===== src/hdl/div_pkg.sv =====
// shared defaults and enums for the integer divider subsystem
// data width and register count are top level parameters, the values here are defaults
package div_pkg;

    // ~~~~~~~~~~~~~~~~~~~~
    // default sizes, overridden through the top level parameters
    localparam int default_data_width = 32;
    localparam int default_num_regs   = 32;

    // divider FSM, one division in flight at a time
    typedef enum logic [1:0] {
        idle,
        calc,
        write_quot,
        write_mod
    } div_state_e;

    // owner of the register file write port
    typedef enum logic [1:0] {
        grant_none,
        grant_div,
        grant_host
    } rf_grant_e;

endpackage

===== src/hdl/div_regfile_top.sv =====
// integer division subsystem: register file plus iterative divider
// the host starts a division with a one cycle div_req while busy is low,
// and completion is marked by busy falling; latency depends on write contention
`timescale 1ns/1ps

module div_regfile_top import div_pkg::*; #(
    parameter int data_width = default_data_width,
    parameter int num_regs   = default_num_regs,
    localparam int sel_width = $clog2(num_regs)
) (
    input  logic                  clk,
    input  logic                  rst,

    // division command
    input  logic                  div_req,
    input  logic [sel_width-1:0]  rs_a,          // dividend register
    input  logic [sel_width-1:0]  rs_b,          // divisor register
    input  logic [sel_width-1:0]  r_quot_sel,
    input  logic [sel_width-1:0]  r_mod_sel,
    output logic                  busy,

    // host access to the register file
    input  logic                  host_wr_req,
    input  logic [sel_width-1:0]  host_wr_sel,
    input  logic [data_width-1:0] host_wr_data,
    output logic                  host_wr_ack,
    input  logic [sel_width-1:0]  obs_sel,
    output logic [data_width-1:0] obs_data
);

    logic [data_width-1:0] rd_a;
    logic [data_width-1:0] rd_b;

    // divider write-back path
    logic                  div_wr_req;
    logic [sel_width-1:0]  div_wr_sel;
    logic [data_width-1:0] div_wr_data;
    logic                  div_wr_ack;

    reg_file #(
        .data_width (data_width),
        .num_regs   (num_regs)
    ) i_reg_file (
        .clk          (clk),
        .rst          (rst),
        .div_wr_req   (div_wr_req),
        .div_wr_sel   (div_wr_sel),
        .div_wr_data  (div_wr_data),
        .div_wr_ack   (div_wr_ack),
        .host_wr_req  (host_wr_req),
        .host_wr_sel  (host_wr_sel),
        .host_wr_data (host_wr_data),
        .host_wr_ack  (host_wr_ack),
        .rs_a         (rs_a),
        .rs_b         (rs_b),
        .obs_sel      (obs_sel),
        .rd_a         (rd_a),
        .rd_b         (rd_b),
        .obs_data     (obs_data)
    );

    int_div_regfile #(
        .data_width (data_width),
        .num_regs   (num_regs)
    ) i_int_div_regfile (
        .clk        (clk),
        .rst        (rst),
        .req        (div_req),
        .busy       (busy),
        .r_quot_sel (r_quot_sel),
        .r_mod_sel  (r_mod_sel),
        .a          (rd_a),
        .b          (rd_b),
        .rf_wr_sel  (div_wr_sel),
        .rf_wr_data (div_wr_data),
        .rf_wr_req  (div_wr_req),
        .rf_wr_ack  (div_wr_ack)
    );

endmodule


===== src/hdl/int_div_regfile.sv =====
// iterative unsigned restoring divider, one quotient bit per clock
// operands are sampled when req is taken, results go back over a req/ack write port
// a zero destination select skips that write; division by zero gives all ones
// and a remainder equal to the dividend
// req must only be raised while busy is low
`timescale 1ns/1ps

module int_div_regfile import div_pkg::*; #(
    parameter int data_width = default_data_width,
    parameter int num_regs   = default_num_regs,
    localparam int sel_width = $clog2(num_regs)
) (
    input  logic                  clk,
    input  logic                  rst,
    input  logic                  req,
    output logic                  busy,
    input  logic [sel_width-1:0]  r_quot_sel,    // 0 means no quotient write
    input  logic [sel_width-1:0]  r_mod_sel,     // 0 means no remainder write
    input  logic [data_width-1:0] a,             // dividend
    input  logic [data_width-1:0] b,             // divisor
    output logic [sel_width-1:0]  rf_wr_sel,
    output logic [data_width-1:0] rf_wr_data,
    output logic                  rf_wr_req,
    input  logic                  rf_wr_ack
);

    localparam int pos_width = (data_width > 1) ? $clog2(data_width) : 1;
    localparam logic [pos_width-1:0] last_pos = pos_width'(data_width - 1);

    div_state_e state, state_d;
    logic busy_d;
    logic wr_req_d;
    logic [pos_width-1:0] pos, pos_d;

    // operand and result registers of the division in flight
    logic [data_width-1:0] divisor, divisor_d;
    logic [data_width-1:0] quot, quot_d;
    logic [data_width-1:0] rem, rem_d;
    logic [sel_width-1:0]  quot_sel_q, quot_sel_d;
    logic [sel_width-1:0]  mod_sel_q, mod_sel_d;
    logic [sel_width-1:0]  wr_sel_d;
    logic [data_width-1:0] wr_data_d;

    // ~~~~~~~~~~~~~~~~~~~~
    // one restoring step at bit position pos
    logic [2*data_width-1:0] shifted;
    logic                    take;
    logic [data_width-1:0]   step_quot;
    logic [data_width-1:0]   step_rem;

    always_comb begin
        shifted   = {{data_width{1'b0}}, divisor} << pos;
        take      = shifted <= {{data_width{1'b0}}, rem};  // equal operands must subtract too
        step_rem  = take ? rem - shifted[data_width-1:0] : rem;
        step_quot = quot;
        step_quot[pos] = take;
    end

    // ~~~~~~~~~~~~~~~~~~~~
    // next state
    always_comb begin
        state_d    = state;
        busy_d     = busy;
        wr_req_d   = rf_wr_req;
        pos_d      = pos;
        divisor_d  = divisor;
        quot_d     = quot;
        rem_d      = rem;
        quot_sel_d = quot_sel_q;
        mod_sel_d  = mod_sel_q;
        wr_sel_d   = rf_wr_sel;
        wr_data_d  = rf_wr_data;

        case (state)
            idle: begin
                if (req) begin
                    state_d    = calc;
                    busy_d     = 1'b1;
                    pos_d      = last_pos;
                    divisor_d  = b;
                    quot_d     = '0;
                    rem_d      = a;
                    quot_sel_d = r_quot_sel;
                    mod_sel_d  = r_mod_sel;
                end
            end
            calc: begin
                quot_d = step_quot;
                rem_d  = step_rem;
                if (pos == '0) begin
                    // the last step result goes straight to the write outputs
                    if (quot_sel_q != '0) begin
                        state_d   = write_quot;
                        wr_req_d  = 1'b1;
                        wr_sel_d  = quot_sel_q;
                        wr_data_d = step_quot;
                    end else if (mod_sel_q != '0) begin
                        state_d   = write_mod;
                        wr_req_d  = 1'b1;
                        wr_sel_d  = mod_sel_q;
                        wr_data_d = step_rem;
                    end else begin
                        state_d = idle;                  // nothing to write back
                        busy_d  = 1'b0;
                    end
                end else begin
                    pos_d = pos - 1'b1;
                end
            end
            write_quot: begin
                if (rf_wr_ack) begin
                    if (mod_sel_q != '0) begin
                        state_d   = write_mod;          // req stays high with the new target
                        wr_sel_d  = mod_sel_q;
                        wr_data_d = rem;
                    end else begin
                        state_d  = idle;
                        busy_d   = 1'b0;
                        wr_req_d = 1'b0;
                    end
                end
            end
            write_mod: begin
                if (rf_wr_ack) begin
                    state_d  = idle;
                    busy_d   = 1'b0;
                    wr_req_d = 1'b0;
                end
            end
            default: begin
                state_d  = idle;
                busy_d   = 1'b0;
                wr_req_d = 1'b0;
            end
        endcase
    end

    always_ff @(posedge clk or posedge rst) begin
        if (rst) begin
            state     <= idle;
            busy      <= 1'b0;
            rf_wr_req <= 1'b0;
            pos       <= '0;
        end else begin
            state     <= state_d;
            busy      <= busy_d;
            rf_wr_req <= wr_req_d;
            pos       <= pos_d;
        end
    end

    always_ff @(posedge clk) begin
        divisor    <= divisor_d;
        quot       <= quot_d;
        rem        <= rem_d;
        quot_sel_q <= quot_sel_d;
        mod_sel_q  <= mod_sel_d;
        rf_wr_sel  <= wr_sel_d;
        rf_wr_data <= wr_data_d;
    end

    // ~~~~~~~~~~~~~~~~~~~~
    // handshake rules toward the host and the register file
    a_no_req_when_busy: assert property (@(posedge clk) disable iff (rst)
        busy |-> !req);

    a_no_write_to_zero: assert property (@(posedge clk) disable iff (rst)
        rf_wr_req |-> rf_wr_sel != '0);

    // a pending write keeps its target and data until the register file answers
    a_write_held: assert property (@(posedge clk) disable iff (rst)
        rf_wr_req && !rf_wr_ack |=> rf_wr_req && $stable(rf_wr_sel) && $stable(rf_wr_data));

endmodule


===== src/hdl/reg_file.sv =====
// register file with two operand read ports, one observation read port and
// a single write port shared by the divider and the host
// register 0 always reads zero; a write to it is acknowledged and dropped
// the divider has priority; every ack lasts one cycle after the write edge
`timescale 1ns/1ps

module reg_file import div_pkg::*; #(
    parameter int data_width = default_data_width,
    parameter int num_regs   = default_num_regs,
    localparam int sel_width = $clog2(num_regs)
) (
    input  logic                  clk,
    input  logic                  rst,

    // divider write port
    input  logic                  div_wr_req,
    input  logic [sel_width-1:0]  div_wr_sel,
    input  logic [data_width-1:0] div_wr_data,
    output logic                  div_wr_ack,

    // host write port
    input  logic                  host_wr_req,
    input  logic [sel_width-1:0]  host_wr_sel,
    input  logic [data_width-1:0] host_wr_data,
    output logic                  host_wr_ack,

    // combinational reads
    input  logic [sel_width-1:0]  rs_a,
    input  logic [sel_width-1:0]  rs_b,
    input  logic [sel_width-1:0]  obs_sel,
    output logic [data_width-1:0] rd_a,
    output logic [data_width-1:0] rd_b,
    output logic [data_width-1:0] obs_data
);

    logic [data_width-1:0] regs [num_regs];

    rf_grant_e grant;                 // writer whose ack is showing this cycle
    rf_grant_e grant_d;               // writer granted on the coming edge
    logic [sel_width-1:0]  wr_sel;
    logic [data_width-1:0] wr_data;
    logic                  wr_en;

    // ~~~~~~~~~~~~~~~~~~~~
    // write arbitration
    always_comb begin
        grant_d = grant_none;
        // while an ack is out its writer still shows req, so skip one cycle
        if (grant == grant_none) begin
            if (div_wr_req) begin
                grant_d = grant_div;
            end else if (host_wr_req) begin
                grant_d = grant_host;
            end
        end
    end

    assign wr_sel  = (grant_d == grant_div) ? div_wr_sel : host_wr_sel;
    assign wr_data = (grant_d == grant_div) ? div_wr_data : host_wr_data;
    assign wr_en   = (grant_d != grant_none) && (wr_sel != '0);  // register 0 stays zero

    always_ff @(posedge clk or posedge rst) begin
        if (rst) begin
            grant <= grant_none;
        end else begin
            grant <= grant_d;
        end
    end

    assign div_wr_ack  = (grant == grant_div);
    assign host_wr_ack = (grant == grant_host);

    // ~~~~~~~~~~~~~~~~~~~~
    // storage, cleared so that every register reads zero after reset
    always_ff @(posedge clk or posedge rst) begin
        if (rst) begin
            for (int i = 0; i < num_regs; i++) begin
                regs[i] <= '0;
            end
        end else if (wr_en) begin
            regs[wr_sel] <= wr_data;
        end
    end

    // reads see the value before a write on the same edge
    assign rd_a     = regs[rs_a];
    assign rd_b     = regs[rs_b];
    assign obs_data = regs[obs_sel];

    a_single_ack: assert property (@(posedge clk) disable iff (rst)
        !(div_wr_ack && host_wr_ack));

endmodule


===== config.mk =====
export PLATFORM = sky130hd
export DESIGN_NAME = div_regfile_top
export DESIGN_NICKNAME = d
export VERILOG_FILES = /design/src/hdl/div_pkg.sv /design/src/hdl/div_regfile_top.sv /design/src/hdl/int_div_regfile.sv /design/src/hdl/reg_file.sv
export SDC_FILE = /design/constraint.sdc
export NUM_CORES = 2
export LEC_CHECK = 0
export BUFFER_PORTS_ARGS = -buffer_cell sky130_fd_sc_hd__buf_2
export CAP_MARGIN = 20
export CELL_PAD_IN_SITES_DETAIL_PLACEMENT = 0
export CELL_PAD_IN_SITES_GLOBAL_PLACEMENT = 2
export CORE_ASPECT_RATIO = 0.8
export CORE_UTILIZATION = 40
export CTS_CLUSTER_SIZE = 40
export DETAILED_ROUTE_END_ITERATION = 10
export PLACE_DENSITY = 0.78
export SETUP_SLACK_MARGIN = 0.5
export SYNTH_ARGS = -nofsm -noshare
export SYNTH_HDL_FRONTEND = slang
export SYNTH_HIERARCHICAL = 1
export SYNTH_SLANG_ARGS = --single-unit
export TNS_END_PERCENT = 50

===== constraint.sdc =====
create_clock -name clk -period 84.3 [get_ports clk]
set_clock_uncertainty 0.15 [all_clocks]
set_input_delay 12.645 -clock clk [delete_from_list [all_inputs] [get_ports clk]]
set_output_delay 12.645 -clock clk [all_outputs]
set_load 0.02 [all_outputs]

==> results.yml <==
sta:
  fin_ws_ps: 54340
  rsz0062_at_grt: "no"
  slew_violations: 0
  fin_tns_setup_ps: 0
  timing.fmax_ghz: 0.0334
  setup_viol: 0
  relSlewSlack_pct: 20.7
  fin_crit_sh_pct: 35.5
  timing.final.crit_period_ps: 29960
  hold_viol_final: 0
  worst_pin_slew_ps: 1190
final_layout:
  fin_cells: 10300
  drive_above_1_share_pct: 8.16
  nNetsFinal: 7949
  flow.area_growth_from_synthesis_pct: 9.62
  num_antenna_cells: 0
  nFillCells: 17700
placed_design:
  gp_congestion: 0.928
  portBuffers: 99
  dp_cells: 10100
  hpwl_um: 178000
  place_ws_ps: 54480
critical_path:
  start_kind: "input port"
  crit_type: "input port to primary output"
  crit_path_end_kind: "primary output"
  arrival_ps: 17160
  required_ps: 71510
  r2r_start: "i_int_div_regfile/pos[0]"
  ff2ff_setup_slack_ps: 76790
  path_max_fanout: 83
  reg2reg_to: "i_int_div_regfile/rf_wr_data[16]"
  r2r_cells: 22
global_routing:
  grtUsageTotal_pct: 32.3
  antenna_found_initial: 18
  grt_pass1_vias: 61000
  grt_pass1_wl_um: 446000
  grt_max_degree: 122
  grt_overflow: 0
power_and_ir_drop:
  p_leak_uw: 0.0370
  internal_power_uw: 1660
  seq_power_share_pct: 38.8
  pwr-share-clk_pct: 21.6
  ir_worst_vdd_v: 0.0000256
  switchingPower_uw: 1230
  combPwrFrac_pct: 39.7
  swShare_pct: 42.5
  power.density_nw_per_um2: 35.5
detailed_routing:
  drt-pass1-iter-count: 6
  vias: 64100
  drc: 0
  wire_per_inst_um: 30.1
  wl_um: 310000
  vias_per_cell: 6.20
  drtIter0Drc: 6468
  ant_nets: 0
floorplanning:
  die_w_um: 483
  die_y_um: 387
  start_util_pct: 40.5
  fp.coreArea_um2: 183000
  ios: 100
  rows: 140
  dieArea_um2: 187000
hold_path:
  timing.hold.worst.class: "register to register"
  hold_start: "i_reg_file/regs[993]"
  hold_depth: 0
  min_to: "i_reg_file/regs[993]"
logic_synthesis:
  synth_warnings: 6
  syn_nets: 8320
  synth_cell_types: 86
  avgSynthCellArea_um2: 9.07
  synth_area_um2: 74200
  yosys_register_bits: 1178
  async_flop_share_pct: 87.9
  syn_inst: 8180
  dominantRegCellSynth: "dfrtp_1"
  yosysSeqAreaShare_pct: 40.7
  synth_edf_count: 143
clock_tree:
  hold_buffers: 0
  numCtsBuffers: 137
  clockBufferDepth: 3
  cts_resized: 0
  worstSkewPairLatency_ps: 810
  cts-root-buf: "clkbuf_16"
  clock_sinks: 1178
  cts.reportedPaths.clkPinSlew_ps: 50
  htreeDepth: 4
  cts_tree: "built"
  cts_setup_buffers: 0
run:
  maxCapViolations: 0
run_status:
  outcome: "finished, final reports clean"
[worst max path at each step]
stage | startpoint | slack, ps | cells after the start | to
after floorplan | rst | 42630 | 1 | i_reg_file/grant[0]
after global placement | obs_sel[1] | 54550 | 10 | obs_data[4]
after CTS | obs_sel[1] | 54480 | 10 | obs_data[4]
after global routing | obs_sel[1] | 54280 | 10 | obs_data[6]
final | obs_sel[1] | 54340 | 10 | obs_data[4]
after detailed placement | obs_sel[1] | 54480 | 10 | obs_data[4]
[worst max-delay path, cell delays in order]
cell and delay, ps:
buf_8 710, buf_4 810, buf_4 790, buf_4 690, mux2i_1 260, a22o_1 160, nor3_1 50, a31oi_1 260
nand3_1 270, buf_2 250
[area by class of cell]
| cell class | instances | area (um2) | area share [%] |
|---|---|---|---|
| Multi-Input combinational cell | 6114 | 41000 | 50.4 |
| Sequential cell | 1178 | 30200 | 37.1 |
| Clock buffer | 197 | 4040 | 4.97 |
| Tap cell | 2414 | 3020 | 3.71 |
| Timing Repair Buffer | 289 | 2160 | 2.66 |
| Clock inverter | 46 | 538 | 0.662 |
| Inverter | 89 | 342 | 0.420 |
[synth_stat cells, types with 5 or more instances]
master / instances / area, um2
a22oi_1: 298 / 2240
nor3_1: 121 / 606
edfxtp_1: 143 / 4290
o211ai_1: 6 / 45.0
nand4_1: 30 / 188
o21a_1: 11 / 82.6
buf_4: 10 / 75.1
nor2b_1: 22 / 138
o21bai_1: 5 / 37.5
mux2i_1: 1612 / 16100
buf_2: 66 / 330
or2_2: 11 / 68.8
mux2_2: 21 / 236
and3_1: 5 / 31.3
a32oi_1: 7 / 61.3
a21o_1: 17 / 128
a31oi_1: 107 / 669
xnor2_1: 21 / 184
a211o_1: 6 / 52.6
clkbuf_1: 559 / 2100
and2_1: 21 / 131
mux4_2: 23 / 518
o21ai_0: 437 / 2190
o21ai_1: 152 / 761
dfrtp_1: 1035 / 25900
a221oi_1: 6 / 52.6
xor2_1: 9 / 78.8
o32a_1: 5 / 50.1
inv_1: 88 / 330
ha_1: 73 / 913
nand3_1: 304 / 1520
a22o_1: 198 / 1730
or3_1: 8 / 50.1
a211oi_1: 7 / 52.6
nor4_4: 14 / 298
buf_1: 159 / 597
o22a_1: 5 / 43.8
nor2_1: 605 / 2270
nand2_1: 923 / 3460
o31ai_1: 6 / 45.0
o22ai_1: 28 / 175
a21oi_1: 903 / 4520
nand2b_1: 22 / 138
[flip-flops by register name (all words and copies together) (netlist names)]
signal / flops
i_int_div_regfile/busy: 1
i_int_div_regfile/mod_sel_q: 5
i_int_div_regfile/rf_wr_sel: 5
i_int_div_regfile/pos: 5
i_int_div_regfile/quot_sel_q: 5
i_int_div_regfile/state: 2
i_int_div_regfile/quot: 32
i_int_div_regfile/rem: 32
i_int_div_regfile/divisor: 32
i_reg_file/regs: 1024
i_int_div_regfile/rf_wr_data: 32
i_reg_file/grant: 2
i_int_div_regfile/rf_wr_req: 1
[power groups by stage]
stage | registers (uW) | clock network, uW | logic [uW]
5_1_grt | 1150 | 655 | 1250
3_3_place_gp | 1110 | 0 | 1100
6_report | 1120 | 623 | 1150
2_1_floorplan | 1040 | 0 | 816
3_5_place_dp | 1120 | 0 | 1130
4_1_cts | 1110 | 634 | 1130
[logic make-up (layout without fill, tap and decap cells)]
group	after synthesis	in the layout	synth area share, %
muxes	1657	1657	22.8
adders and majority gates	74	74	1.26
AOI/OAI and AO/OA	2246	2246	18.0
buffers and inverters	888	621	4.69
xor gates and xnor gates	30	30	0.354
DFF	1178	1178	40.7
and+or+nand+nor	2107	2107	12.2
[placed cells by master (no fill, tap or decap), types with 30 or more instances in the layout]
cell type and count:
buf_2 96, a31oi_1 107, edfxtp_1 143, a22oi_1 298, nand4_1 30, o21ai_1 152
nor2_1 602, dfrtp_1 1034, nor3_1 121, mux2i_1 1578, o21ai_0 436, clkbuf_16 143
nand3_1 304, a22o_1 198, nand2_1 920, a21oi_1 903, ha_1 72, inv_1 85
buf_4 174
[metrics by stage]
step / hold WS, ps / total power (uW) / util, % / cell area [um2]
final: 277 / 2890 / 44.4 / 81300
after global routing: 288 / 3060 / 44.4 / 81300
after CTS: 275 / 2870 / 44.4 / 81200
after detailed placement: 261 / 2240 / 41.9 / 76600
after global placement: 254 / 2210 / 41.8 / 76600
after floorplan: 319 / 1860 / - / 74200
[metal layers]
layer / GRT usage [%] / routed length (um)
met1: 45.0 / 138000
met2: 49.7 / 136000
met3: 4.97 / 21300
met4: 13.7 / 14100
met5: 0 / 133
No activity file was read; power rests on OpenSTA's default activity.
